### config.mk
export PLATFORM = sky130hd
export DESIGN_NAME = miniCore
export DESIGN_NICKNAME = d
export VERILOG_FILES = /design/src/hw/rvIsaPkg.sv /design/src/hw/corePkg.sv /design/src/hw/stageIf.sv /design/src/hw/fetchUnit.sv /design/src/hw/instrDecoder.sv /design/src/hw/intExecute.sv /design/src/hw/resultStage.sv /design/src/hw/miniCore.sv
export VERILOG_INCLUDE_DIRS = /design/src /design/src/hw
export SDC_FILE = /design/constraint.sdc
export NUM_CORES = 2
export LEC_CHECK = 0
export BUFFER_PORTS_ARGS = -buffer_cell sky130_fd_sc_hd__buf_2
export CAP_MARGIN = 25
export CORE_MARGIN = 2
export CORE_UTILIZATION = 55
export DETAILED_ROUTE_END_ITERATION = 8
export PLACE_DENSITY = 0.74
export SYNTH_ARGS = -nofsm -noshare
export SYNTH_HDL_FRONTEND = slang
export SYNTH_SLANG_ARGS = --single-unit
### constraint.sdc
create_clock -name clk -period 3.8 [get_ports clk]
set_input_delay 0.76 -clock clk [delete_from_list [all_inputs] [get_ports clk]]
set_output_delay 0.76 -clock clk [all_outputs]
set_load 0.02 [all_outputs]
### src/hw/core_config.svh
`ifndef CORE_CONFIG_SVH
`define CORE_CONFIG_SVH

// Integer data path width
`define XLEN 32

// Architectural registers, x0 included
`define REG_COUNT 32

// First fetch address after reset
`define RESET_PC 32'h0000_0000

// Wishbone instruction bus address width
`define BUS_ADDR_W 32

`endif

### src/hw/rvIsaPkg.sv
package rvIsaPkg;

    // Major opcodes of the supported RV32I subset
    typedef enum logic [6:0] {
        OPC_OP     = 7'b0110011,
        OPC_OP_IMM = 7'b0010011,
        OPC_LUI    = 7'b0110111,
        OPC_AUIPC  = 7'b0010111,
        OPC_BRANCH = 7'b1100011,
        OPC_JAL    = 7'b1101111,
        OPC_JALR   = 7'b1100111
    } majorOpcode;

    typedef struct packed {
        logic [6:0] funct7;
        logic [4:0] rs2;
        logic [4:0] rs1;
        logic [2:0] funct3;
        logic [4:0] rd;
        logic [6:0] opcode;
    } rFormat;

    typedef struct packed {
        logic [11:0] imm;
        logic [4:0]  rs1;
        logic [2:0]  funct3;
        logic [4:0]  rd;
        logic [6:0]  opcode;
    } iFormat;

    // Stores and branches share the split immediate layout
    typedef struct packed {
        logic [6:0] immHi;
        logic [4:0] rs2;
        logic [4:0] rs1;
        logic [2:0] funct3;
        logic [4:0] immLo;
        logic [6:0] opcode;
    } sbFormat;

    typedef struct packed {
        logic [19:0] imm;
        logic [4:0]  rd;
        logic [6:0]  opcode;
    } uFormat;

    typedef struct packed {
        logic        imm20;
        logic [9:0]  imm10to1;
        logic        imm11;
        logic [7:0]  imm19to12;
        logic [4:0]  rd;
        logic [6:0]  opcode;
    } jFormat;

    typedef union packed {
        rFormat  r;
        iFormat  i;
        sbFormat sb;
        uFormat  u;
        jFormat  j;
    } instrWord;

endpackage

### src/hw/corePkg.sv
`include "core_config.svh"

package corePkg;

    typedef logic [$clog2(`REG_COUNT)-1:0] regIdx;

    typedef enum logic [3:0] {
        ALU_ADD,
        ALU_SUB,
        ALU_SLL,
        ALU_SLT,
        ALU_SLTU,
        ALU_XOR,
        ALU_SRL,
        ALU_SRA,
        ALU_OR,
        ALU_AND,
        ALU_PASS_B
    } aluOp;

    typedef enum logic [3:0] {
        BR_NONE,
        BR_BEQ,
        BR_BNE,
        BR_BLT,
        BR_BGE,
        BR_BLTU,
        BR_BGEU,
        BR_JAL,
        BR_JALR
    } branchKind;

    // Branch compares use opA/opB as rs1/rs2
    typedef struct packed {
        logic [`XLEN-1:0] pc;
        logic [`XLEN-1:0] opA;
        logic [`XLEN-1:0] opB;
        logic [`XLEN-1:0] imm;
        aluOp             aluOp;
        branchKind        branchKind;
        regIdx            rd;
        logic             writesRd;
        logic             illegal;
    } microOp;

endpackage

### src/hw/stageIf.sv
`timescale 1ns/1ps
`include "core_config.svh"

interface decodeExecIf import corePkg::*; ();
    logic   valid;
    microOp uop;

    modport producer (output valid, output uop);
    modport consumer (input valid, input uop);
endinterface

interface execResultIf import corePkg::*; ();
    logic             valid;
    logic [`XLEN-1:0] pc;
    regIdx            rd;
    logic             writeEn;
    logic [`XLEN-1:0] value;
    logic [`XLEN-1:0] nextPc;

    modport producer (output valid, output pc, output rd, output writeEn,
                      output value, output nextPc);
    modport consumer (input valid, input pc, input rd, input writeEn,
                      input value, input nextPc);
endinterface

// Combinational register file read
interface regReadIf import corePkg::*; ();
    regIdx            rs1;
    regIdx            rs2;
    logic [`XLEN-1:0] data1;
    logic [`XLEN-1:0] data2;

    modport reader (output rs1, output rs2, input data1, input data2);
    modport file (input rs1, input rs2, output data1, output data2);
endinterface

### src/hw/fetchUnit.sv
`timescale 1ns/1ps
`include "core_config.svh"

module fetchUnit #(
    parameter logic [`XLEN-1:0] resetPc = `RESET_PC
) (
    input  logic                   clk,
    input  logic                   rst,
    output logic                   wbCyc,
    output logic                   wbStb,
    output logic [`BUS_ADDR_W-1:0] wbAdr,
    input  logic [`XLEN-1:0]       wbDatIn,
    input  logic                   wbAck,
    input  logic                   retireValid,
    input  logic [`XLEN-1:0]       nextPc,
    output logic                   instrValid,
    output logic [31:0]            instr,
    output logic [`XLEN-1:0]       instrPc
);

    typedef enum logic {
        sIdle,
        sReq
    } fetchState;

    fetchState        state;
    logic [`XLEN-1:0] pc;
    logic             firstFetch;

    assign wbCyc   = (state == sReq);
    assign wbStb   = (state == sReq);
    assign wbAdr   = pc[`BUS_ADDR_W-1:0];
    assign instrPc = pc;

    always_ff @(posedge clk) begin
        if (rst) begin
            state      <= sIdle;
            firstFetch <= 1'b1;
            instrValid <= 1'b0;
            pc         <= resetPc;
        end else begin
            instrValid <= 1'b0;
            case (state)
                sIdle: begin
                    // Next request waits for the previous instruction to retire
                    if (firstFetch || retireValid) begin
                        state      <= sReq;
                        firstFetch <= 1'b0;
                    end
                end
                sReq: begin
                    if (wbAck) begin
                        state      <= sIdle;
                        instrValid <= 1'b1;
                    end
                end
                default: state <= sIdle;
            endcase
            if (retireValid) begin
                pc <= nextPc;
            end
        end
    end

    always_ff @(posedge clk) begin
        if (state == sReq && wbAck) begin
            instr <= wbDatIn[31:0];
        end
    end

    assert property (@(posedge clk) disable iff (rst) wbStb |-> wbCyc);

    // Classic cycle holds address until acknowledged
    assert property (@(posedge clk) disable iff (rst)
        wbStb && !wbAck |=> wbStb && $stable(wbAdr));

endmodule

### src/hw/instrDecoder.sv
`timescale 1ns/1ps
`include "core_config.svh"

module instrDecoder import rvIsaPkg::*, corePkg::*; (
    input  logic              clk,
    input  logic              rst,
    input  logic              instrValid,
    input  logic [31:0]       instr,
    input  logic [`XLEN-1:0]  instrPc,
    regReadIf.reader          regRead,
    decodeExecIf.producer     toExec
);

    instrWord word;
    microOp   nextUop;

    function automatic aluOp selectAlu(input logic [2:0] funct3, input logic alt,
                                       input logic isReg);
        aluOp op;
        case (funct3)
            3'b000:  op = (isReg && alt) ? ALU_SUB : ALU_ADD;
            3'b001:  op = ALU_SLL;
            3'b010:  op = ALU_SLT;
            3'b011:  op = ALU_SLTU;
            3'b100:  op = ALU_XOR;
            3'b101:  op = alt ? ALU_SRA : ALU_SRL;
            3'b110:  op = ALU_OR;
            default: op = ALU_AND;
        endcase
        return op;
    endfunction

    assign word = instr;

    assign regRead.rs1 = word.r.rs1;
    assign regRead.rs2 = word.r.rs2;

    always_comb begin
        logic usePcA;
        logic useImmB;

        usePcA              = 1'b0;
        useImmB             = 1'b0;
        nextUop.pc          = instrPc;
        nextUop.imm         = '0;
        nextUop.aluOp       = ALU_ADD;
        nextUop.branchKind  = BR_NONE;
        nextUop.rd          = word.r.rd;
        nextUop.writesRd    = 1'b0;
        nextUop.illegal     = 1'b0;

        case (word.r.opcode)
            OPC_OP: begin
                nextUop.aluOp    = selectAlu(word.r.funct3, word.r.funct7[5], 1'b1);
                nextUop.writesRd = 1'b1;
            end
            OPC_OP_IMM: begin
                nextUop.imm      = {{20{word.i.imm[11]}}, word.i.imm};
                nextUop.aluOp    = selectAlu(word.i.funct3, word.r.funct7[5], 1'b0);
                nextUop.writesRd = 1'b1;
                useImmB          = 1'b1;
            end
            OPC_LUI: begin
                nextUop.imm      = {word.u.imm, 12'b0};
                nextUop.aluOp    = ALU_PASS_B;
                nextUop.writesRd = 1'b1;
                useImmB          = 1'b1;
            end
            OPC_AUIPC: begin
                nextUop.imm      = {word.u.imm, 12'b0};
                nextUop.writesRd = 1'b1;
                usePcA           = 1'b1;
                useImmB          = 1'b1;
            end
            OPC_BRANCH: begin
                nextUop.imm = {{20{word.sb.immHi[6]}}, word.sb.immLo[0],
                               word.sb.immHi[5:0], word.sb.immLo[4:1], 1'b0};
                case (word.sb.funct3)
                    3'b000:  nextUop.branchKind = BR_BEQ;
                    3'b001:  nextUop.branchKind = BR_BNE;
                    3'b100:  nextUop.branchKind = BR_BLT;
                    3'b101:  nextUop.branchKind = BR_BGE;
                    3'b110:  nextUop.branchKind = BR_BLTU;
                    3'b111:  nextUop.branchKind = BR_BGEU;
                    default: nextUop.illegal    = 1'b1;
                endcase
            end
            OPC_JAL: begin
                nextUop.imm = {{12{word.j.imm20}}, word.j.imm19to12, word.j.imm11,
                               word.j.imm10to1, 1'b0};
                nextUop.branchKind = BR_JAL;
                nextUop.writesRd   = 1'b1;
                usePcA             = 1'b1;
                useImmB            = 1'b1;
            end
            OPC_JALR: begin
                nextUop.imm        = {{20{word.i.imm[11]}}, word.i.imm};
                nextUop.branchKind = BR_JALR;
                nextUop.writesRd   = 1'b1;
                useImmB            = 1'b1;
            end
            default: nextUop.illegal = 1'b1;
        endcase

        nextUop.opA = usePcA ? instrPc : regRead.data1;
        nextUop.opB = useImmB ? nextUop.imm : regRead.data2;
    end

    always_ff @(posedge clk) begin
        if (rst) begin
            toExec.valid <= 1'b0;
        end else begin
            toExec.valid <= instrValid;
        end
        toExec.uop <= nextUop;
    end

    assert property (@(posedge clk) disable iff (rst)
        toExec.valid && toExec.uop.illegal |-> !toExec.uop.writesRd);

endmodule

### src/hw/intExecute.sv
`timescale 1ns/1ps
`include "core_config.svh"

module intExecute import corePkg::*; (
    input  logic          clk,
    input  logic          rst,
    decodeExecIf.consumer fromDec,
    execResultIf.producer toResult
);

    logic [`XLEN-1:0] aluResult;
    logic [`XLEN-1:0] linkPc;
    logic [`XLEN-1:0] target;
    logic             taken;
    logic             isJump;

    always_comb begin
        logic [`XLEN-1:0] a;
        logic [`XLEN-1:0] b;

        a = fromDec.uop.opA;
        b = fromDec.uop.opB;
        case (fromDec.uop.aluOp)
            ALU_ADD:    aluResult = a + b;
            ALU_SUB:    aluResult = a - b;
            ALU_SLL:    aluResult = a << b[4:0];
            ALU_SLT:    aluResult = {{(`XLEN-1){1'b0}}, $signed(a) < $signed(b)};
            ALU_SLTU:   aluResult = {{(`XLEN-1){1'b0}}, a < b};
            ALU_XOR:    aluResult = a ^ b;
            ALU_SRL:    aluResult = a >> b[4:0];
            ALU_SRA:    aluResult = $signed(a) >>> b[4:0];
            ALU_OR:     aluResult = a | b;
            ALU_AND:    aluResult = a & b;
            ALU_PASS_B: aluResult = b;
            default:    aluResult = '0;
        endcase

        case (fromDec.uop.branchKind)
            BR_BEQ:  taken = (a == b);
            BR_BNE:  taken = (a != b);
            BR_BLT:  taken = ($signed(a) < $signed(b));
            BR_BGE:  taken = ($signed(a) >= $signed(b));
            BR_BLTU: taken = (a < b);
            BR_BGEU: taken = (a >= b);
            BR_JAL,
            BR_JALR: taken = 1'b1;
            default: taken = 1'b0;
        endcase
    end

    assign isJump = (fromDec.uop.branchKind == BR_JAL) || (fromDec.uop.branchKind == BR_JALR);
    assign linkPc = fromDec.uop.pc + `XLEN'd4;

    // JALR adds to the register base, everything else is pc relative
    assign target = (fromDec.uop.branchKind == BR_JALR)
                  ? ((fromDec.uop.opA + fromDec.uop.imm) & ~`XLEN'd1)
                  : (fromDec.uop.pc + fromDec.uop.imm);

    always_ff @(posedge clk) begin
        if (rst) begin
            toResult.valid <= 1'b0;
        end else begin
            toResult.valid <= fromDec.valid;
        end
        toResult.pc      <= fromDec.uop.pc;
        toResult.rd      <= fromDec.uop.rd;
        toResult.writeEn <= fromDec.uop.writesRd;
        toResult.value   <= isJump ? linkPc : aluResult;
        toResult.nextPc  <= taken ? target : linkPc;
    end

endmodule

### src/hw/resultStage.sv
`timescale 1ns/1ps
`include "core_config.svh"

module resultStage import corePkg::*; (
    input  logic             clk,
    input  logic             rst,
    execResultIf.consumer    fromExec,
    regReadIf.file           regFile,
    output logic             retireValid,
    output logic [`XLEN-1:0] retirePc,
    output regIdx            retireRd,
    output logic             retireWe,
    output logic [`XLEN-1:0] retireData,
    output logic [`XLEN-1:0] nextPc
);

    // x0 has no storage
    logic [`XLEN-1:0] regs [1:`REG_COUNT-1];
    logic             doWrite;

    assign doWrite = fromExec.valid && fromExec.writeEn && (fromExec.rd != '0);

    assign regFile.data1 = (regFile.rs1 == '0) ? '0 : regs[regFile.rs1];
    assign regFile.data2 = (regFile.rs2 == '0) ? '0 : regs[regFile.rs2];

    always_ff @(posedge clk) begin
        if (doWrite) begin
            regs[fromExec.rd] <= fromExec.value;
        end
    end

    always_ff @(posedge clk) begin
        if (rst) begin
            retireValid <= 1'b0;
        end else begin
            retireValid <= fromExec.valid;
        end
        retirePc   <= fromExec.pc;
        retireRd   <= fromExec.rd;
        retireWe   <= fromExec.writeEn && (fromExec.rd != '0);
        retireData <= fromExec.value;
        nextPc     <= fromExec.nextPc;
    end

    // One instruction in flight, so retires never come back to back
    assert property (@(posedge clk) disable iff (rst) retireValid |=> !retireValid);

endmodule

### src/hw/miniCore.sv
`timescale 1ns/1ps
`include "core_config.svh"

module miniCore import corePkg::*; (
    input  logic                   clk,
    input  logic                   rst,
    output logic                   wbCyc,
    output logic                   wbStb,
    output logic [`BUS_ADDR_W-1:0] wbAdr,
    input  logic [`XLEN-1:0]       wbDatIn,
    input  logic                   wbAck,
    output logic                   retireValid,
    output logic [`XLEN-1:0]       retirePc,
    output regIdx                  retireRd,
    output logic                   retireWe,
    output logic [`XLEN-1:0]       retireData
);

    logic             instrValid;
    logic [31:0]      instr;
    logic [`XLEN-1:0] instrPc;
    logic [`XLEN-1:0] nextPc;

    decodeExecIf decExec ();
    execResultIf execRes ();
    regReadIf    regRead ();

    fetchUnit #(
        .resetPc(`RESET_PC)
    ) fetch (
        .clk        (clk),
        .rst        (rst),
        .wbCyc      (wbCyc),
        .wbStb      (wbStb),
        .wbAdr      (wbAdr),
        .wbDatIn    (wbDatIn),
        .wbAck      (wbAck),
        .retireValid(retireValid),
        .nextPc     (nextPc),
        .instrValid (instrValid),
        .instr      (instr),
        .instrPc    (instrPc)
    );

    instrDecoder decode (
        .clk       (clk),
        .rst       (rst),
        .instrValid(instrValid),
        .instr     (instr),
        .instrPc   (instrPc),
        .regRead   (regRead.reader),
        .toExec    (decExec.producer)
    );

    intExecute execute (
        .clk     (clk),
        .rst     (rst),
        .fromDec (decExec.consumer),
        .toResult(execRes.producer)
    );

    resultStage result (
        .clk        (clk),
        .rst        (rst),
        .fromExec   (execRes.consumer),
        .regFile    (regRead.file),
        .retireValid(retireValid),
        .retirePc   (retirePc),
        .retireRd   (retireRd),
        .retireWe   (retireWe),
        .retireData (retireData),
        .nextPc     (nextPc)
    );

endmodule

After elaboration in Yosys (flattened, before gate mapping) --
Memories as Yosys holds them, arrays and structs flattened. A register that Yosys moved wholly into a read port is not among the register bits. Index checks and enable logic that the tools add are counted.
Word-level totals: memories kept 1, bits in writable memories 992, input bits 35, logic and storage cells 124, register bits 416
Memories:
- result.regs | depth 31, width 32, read ports 2, clocked after memory_dff 2, wr ports 1, RTL line resultStage.sv:18 | logic [`XLEN-1:0] regs [1:`REG_COUNT-1];
Operators by class: magnitude comparators 4, add/subtract/negate cells 5, bitwise operators 4, reduce and logical (&&, ||, !) cells 19, shift-type cells 3, equal/unequal tests 34, mux-type cells 28
Operator list (count):
- case mux 32 bit (11 select lines) | 1
- 2-to-1 mux 32 bit | 7
- case mux 32 bit (4 select lines) | 1
- adder 32 bit | 3
- greater-or-equal comparator 32 bit | 2
- less-than comparator 32 bit | 2
- case mux 4 bit (7 select lines) | 2
- adder 32 x 3 -> 32 bit (second input constant) | 1
- AND 32 bit | 1
- == test 32 bit | 1
- == test 4 x 3 -> 1 bit (second input constant) | 8
- inequality test 32 bit | 1
- bitwise OR 32 bit | 1
- << shifter 32 x 5 -> 32 bit | 1
- >> shifter 32 x 5 -> 32 bit | 1
- >>> shifter 32 x 5 -> 32 bit | 1
- subtractor 32 bit | 1
- bitwise XOR 32 bit | 1
- case mux 4 bit (3 select lines) | 2
- == test 7 bit (second input constant) | 3
- case mux 3 bit (6 select lines) | 1
- == test 4 x 2 -> 1 bit (second input constant) | 4
- == test 4 bit (second input constant) | 4
- == test 7 x 5 -> 1 bit (second input constant) | 2
- other kinds (20) | 45

Longest topological paths before layout --
depth in word-level cells 4, mapped depth 17, depth with buffers taken out 15

By module --
Synthesis repeated with hierarchy kept, for this count alone.
Second synthesis, totals: cells, all modules 5470, area, all modules 71127.0 um^2
Modules (own cells, without submodules):
- resultStage | cells each 2800, sequential area each 31850.5 um^2, area an instance 48413.9 um^2, times used 1
- intExecute | cells each 2134, sequential area each 2062.0 um^2, area an instance 15812.7 um^2, times used 1
- instrDecoder | cells each 359, sequential area each 2882.8 um^2, area an instance 4430.5 um^2, times used 1
- fetchUnit | cells each 177, sequential area each 1661.6 um^2, area an instance 2469.9 um^2, times used 1

Worst setup path after synthesis --
No wires, ideal clock.
path type reg-to-reg, start point register decode.toExec.uop[49] (netlist name), end point register execute.toResult.nextPc[20], data arrival time 4.031 ns, path buffers 4, clock period less this slack 4.153 ns, cell stages (with the launch flop) 17, setup time 0.122 ns, path slack -0.353 ns, cell sequence dfxtp_1 > inv_2 > buf_1 > clkbuf_1 > ha_1 > buf_2 > nand2b_4 > a221oi_4 > o211ai_2 > a31o_1 > o21ai_2 > a41o_4 > mux2_4 > o221ai_2 > nand2_4 > buf_6 > a221o_1
On the way: word-level cells in the longest chain between the ends 3, elaborated cells on any way between the ends 8
RTL lines:
- greater-or-equal comparator 32 bit, or another cell as far along | RTL line intExecute.sv:44 | BR_BGEU: taken = (a >= b);
- case mux 1 bit (7 select lines) * | RTL line intExecute.sv:38 | case (fromDec.uop.branchKind)
- 2-to-1 mux 32 bit * | RTL line intExecute.sv:69 | toResult.nextPc <= taken ? target : linkPc;
- to (signal assigned) | RTL line intExecute.sv:69
- to (decl) | RTL line stageIf.sv:21 | output value, output nextPc);
Every way passes the cells marked *; elsewhere a longest branch is shown, timed or not. A chain may end at the register's enable or synchronous reset.

Worst setup path in the final report --
start point register decode.toExec.uop[112] (netlist name), end point register execute.toResult.nextPc[31]
On the way: word-level cells in the longest chain between the ends 3, elaborated cells on any way between the ends 4
RTL lines:
- adder 32 bit | RTL line intExecute.sv:57 | : (fromDec.uop.pc + fromDec.uop.imm);
- 2-to-1 mux 32 bit | RTL line intExecute.sv:55 | assign target = (fromDec.uop.branchKind == BR_JALR)
- 2-to-1 mux 32 bit * | RTL line intExecute.sv:69
Marked as above.

==> results.toml <==
[timing]
finalSetupViolCount = 0
max_freq_ghz = 0.2644
tns_ns = 0
period_share_pct = 99.54
drv_slew = 0
finClkSkew_ns = 0.06880
slew_headroom_pct = 29.47
rsz0062_at_grt = "yes"
hold_viol = 0
max_slew.worst_pin.slew_ns = 1.058
fin_crit_ns = 3.782

[placement]
place_inst = 6747
place_area_sq_um = 75410
io_buffers = 139
place_congestion = 1.040
dp_hpwl_um = 165200

[logic_synthesis]
syn-num-nets = 5066
synth.distinct_cells = 91
synth_top_area_share_pct = 44.22
postSynthCellCount = 4861
syn_area_sq_um = 69530
ys_warn_count = 0
async_reset_ff_share_pct = 0
synth.area.top_cells = "edfxtp_1, mux4_2, dfxtp_1"
synth_area_per_cell_sq_um = 14.30
synth_top_cell_by_area = "edfxtp_1"
synth_edf_count = 1024
synth_ff_type = "edfxtp_1"
synth-seq-cells = 1418
synth.yosys.seq_area_share_pct = 55.57

[global_routing]
grt_pass1_vias = 49074
grt_usage_pct = 38.02
grt_max_degree = 63
overflow = 0
grt_pass1_wl_um = 351000
antenna_found_initial = 20

[setup_path]
worstPathMaxFanout = 4
cp.required_ns = 4.50
reg2reg_slack_ns = 0.02
path_class = "reg -> reg"
worstSetupStartpointType = "flop"
r2r_start = "decode.toExec.uop[112]"
max_stage_delay_ns = 0.47
end_kind = "flop"
crit_slowest_cell = "a2111o_1"
arrival_ns = 4.49
ff2ff_path_depth = 13
regToRegEndpoint = "execute.toResult.nextPc[31]"
cp-startpoint = "decode.toExec.uop[112]"
path_cells = "ha_1 -> a211oi_1 -> o21ai_0 -> nand3_1 -> a211oi_1 -> buf_4 -> o211a_1 -> a2111o_1 -> o2111a_1 -> o21ai_0 -> a21oi_1 -> a211o_1 -> a22o_1"

[flow_run]
maxCapViolCount = 0

[power]
peakVddDrop_mv = 0.4700
p_leak_nw = 29.02
powerDensity_nw_per_um2 = 557.7

[route]
firstDrtPassIters = 6
drc = 0
vias = 49799
routed_wl_um = 248600
drt_iter0_markers = 7192
ant_nets = 0
wl_per_cell_um = 35.32
vias_per_cell = 7.076

[floorplan]
ios = 140
dieArea_sq_um = 129300
start_util_pct = 55.37
std_cell_rows = 130
fp.dieW_um = 359.6
fp.dieH_um = 359.6
core_sq_um = 125600

[status]
status = "finished clean"

[clock_tree]
hold_buffers = 0
clock_sinks = 1418
clk_latency_ns = 0.82
numCtsBuffers = 147
cts_tree = "done"
cts.path.max_buffers = 3
cts.reportedPaths.clkPinSlew_ns = 0.07
cts_root_buf = "clkbuf_16"
htreeDepth = 4

[finish]
design_area_sq_um = 80810
area_growth_pct = 16.21
drive_gt1_share_pct = 28.59
num-nets-final = 5464
fin_cells = 7038
utilization_pct = 64.35

[worst_hold_path]
min_from = "wbDatIn[16]"
hold_depth = 1
hold_class = "in -> reg"
min_to = "fetch.instr[16]"
timing repair:
action | in CTS | in global routing
gates cloned | 0 | 1
resized for setup | 3 | 38
pin swaps | 1 | 4
endpoints found under the setup margin | 6 | 41
buffers inserted | 1 | 0
through the flow:
step | worst slack (ns) | power [mW] | hold WS [ns]
after floorplan | 0.0008318 | 25.09 | 0.3096
after global placement | -0.1348 | 29.72 | 0.3095
after detailed placement | -0.1927 | 30.04 | 0.3121
after CTS | 0.002522 | 44.38 | 0.1207
after global routing | -0.01050 | 46.32 | 0.1423
final | 0.01761 | 45.07 | 0.1531
cell usage after synthesis (52+ instances only):
cell / instances
o22ai_1: 70
clkbuf_1: 207
nor2_1: 393
nand2_1: 227
nand3_1: 52
a21oi_1: 272
ha_1: 166
o21ai_0: 190
buf_1: 89
mux4_2: 583
a211oi_1: 92
edfxtp_1: 1024
dfxtp_1: 394
inv_1: 126
mux2i_1: 222
xnor2_1: 54
worst max-delay path, delay by kind of cell, from the launching register on:
family,cells,cell delay (ns)
AOI/OAI and AO/OA,10,2.49
adders and majority gates,1,0.27
buffers and inverters,1,0.19
DFF,1,0.41
and+or+nand+nor,1,0.32
final cells by class:
cell class | count | area (sq um)
repair buffers | 605 | 5311
clock inverters | 69 | 842.1
inverters | 130 | 488.0
diodes | 5 | 12.51
multi-input cells | 2957 | 29390
flip-flops and latches | 1418 | 38680
well taps | 1650 | 2064
clock buffers | 204 | 4024
fillers | 8947 | 44760
flip-flops by register name, indices dropped and copies added (netlist names), named ones only:
name                      flops
result.retireValid            1
execute.toResult.valid        1
execute.toResult.nextPc      32
result.retireRd               5
execute.toResult.writeEn      1
decode.toExec.uop           142
execute.toResult.value       32
result.nextPc                32
fetch.instr                  32
result.retireWe               1
execute.toResult.rd           5
decode.toExec.valid           1
fetch.firstFetch              1
result.regs                 992
execute.toResult.pc          32
result.retireData            32
fetch.instrPc                32
fetch.instrValid              1
result.retirePc              32
fetch.wbCyc                   1
layer usage:
layer / routed length [um] / global-route usage (%) / part of all wire, % / vias up
met2: 114200 / 58.88 / 46 / 3825
li1: - / - / - / 20106
met1: 86180 / 48.21 / 35 / 24974
met5: 127 / 0 / 0.051 / -
met4: 17700 / 23.03 / 7.1 / 20
met3: 30350 / 10.20 / 12 / 874
report_power, final:
part | switching [mW] | total (mW) | internal (mW)
registers | 1.02 | 19.7 | 18.7
clock network | 6.48 | 14.5 | 7.99
logic | 6.63 | 10.9 | 4.26
kinds of logic (layout without fill, tap and decap cells):
family,after synthesis,in the layout,share of synthesized area (%)
flip-flops,1418,1418,55.57
AO/OA/AOI/OAI,980,980,9.199
AND/OR/NAND/NOR,888,888,5.656
multiplexers,830,830,22.49
buffers and inverters,486,1008,2.868
adder cells (fa/ha/maj),170,170,3.102
XOR/XNOR,89,89,1.121
other,0,5,0
cell usage in the layout, fill, tap and decap left out, types with 17 or more instances in the layout:
cell,Yosys,routed
a211o_1,19,19
a211oi_1,92,91
a21o_1,39,39
a21oi_1,272,267
a221o_1,22,22
a221oi_1,30,27
a22oi_1,24,24
a31oi_1,20,18
and2_1,18,18
buf_12,0,55
buf_16,0,20
buf_2,25,139
buf_4,33,388
clkbuf_1,207,45
clkbuf_16,0,149
clkinv_2,0,25
dfxtp_1,394,379
edfxtp_1,1024,1024
ha_1,166,165
inv_1,126,126
mux2_2,23,23
mux2i_1,222,221
mux4_2,583,583
nand2_1,227,227
nand2b_1,30,30
nand3_1,52,52
nand4_1,17,17
nor2_1,393,360
nor2_4,0,31
nor2b_1,31,31
nor3_1,50,47
o211ai_1,29,29
o21a_1,23,23
o21ai_0,190,186
o21bai_1,23,22
o22ai_1,70,69
xnor2_1,54,54
xor2_1,35,35
worst max-delay path by stage:
stage               cells past startpoint  slack, ns                     endpoint
global route                           16      -0.01   execute.toResult.value[19]
global placement                       15      -0.13   execute.toResult.value[30]
floorplan                              16     0.0008  execute.toResult.nextPc[20]
CTS                                    15      0.003  execute.toResult.nextPc[24]
detailed placement                     15      -0.19   execute.toResult.value[30]
finish                                 13       0.02  execute.toResult.nextPc[31]
Note: power is estimated with default switching activity, not from simulation.
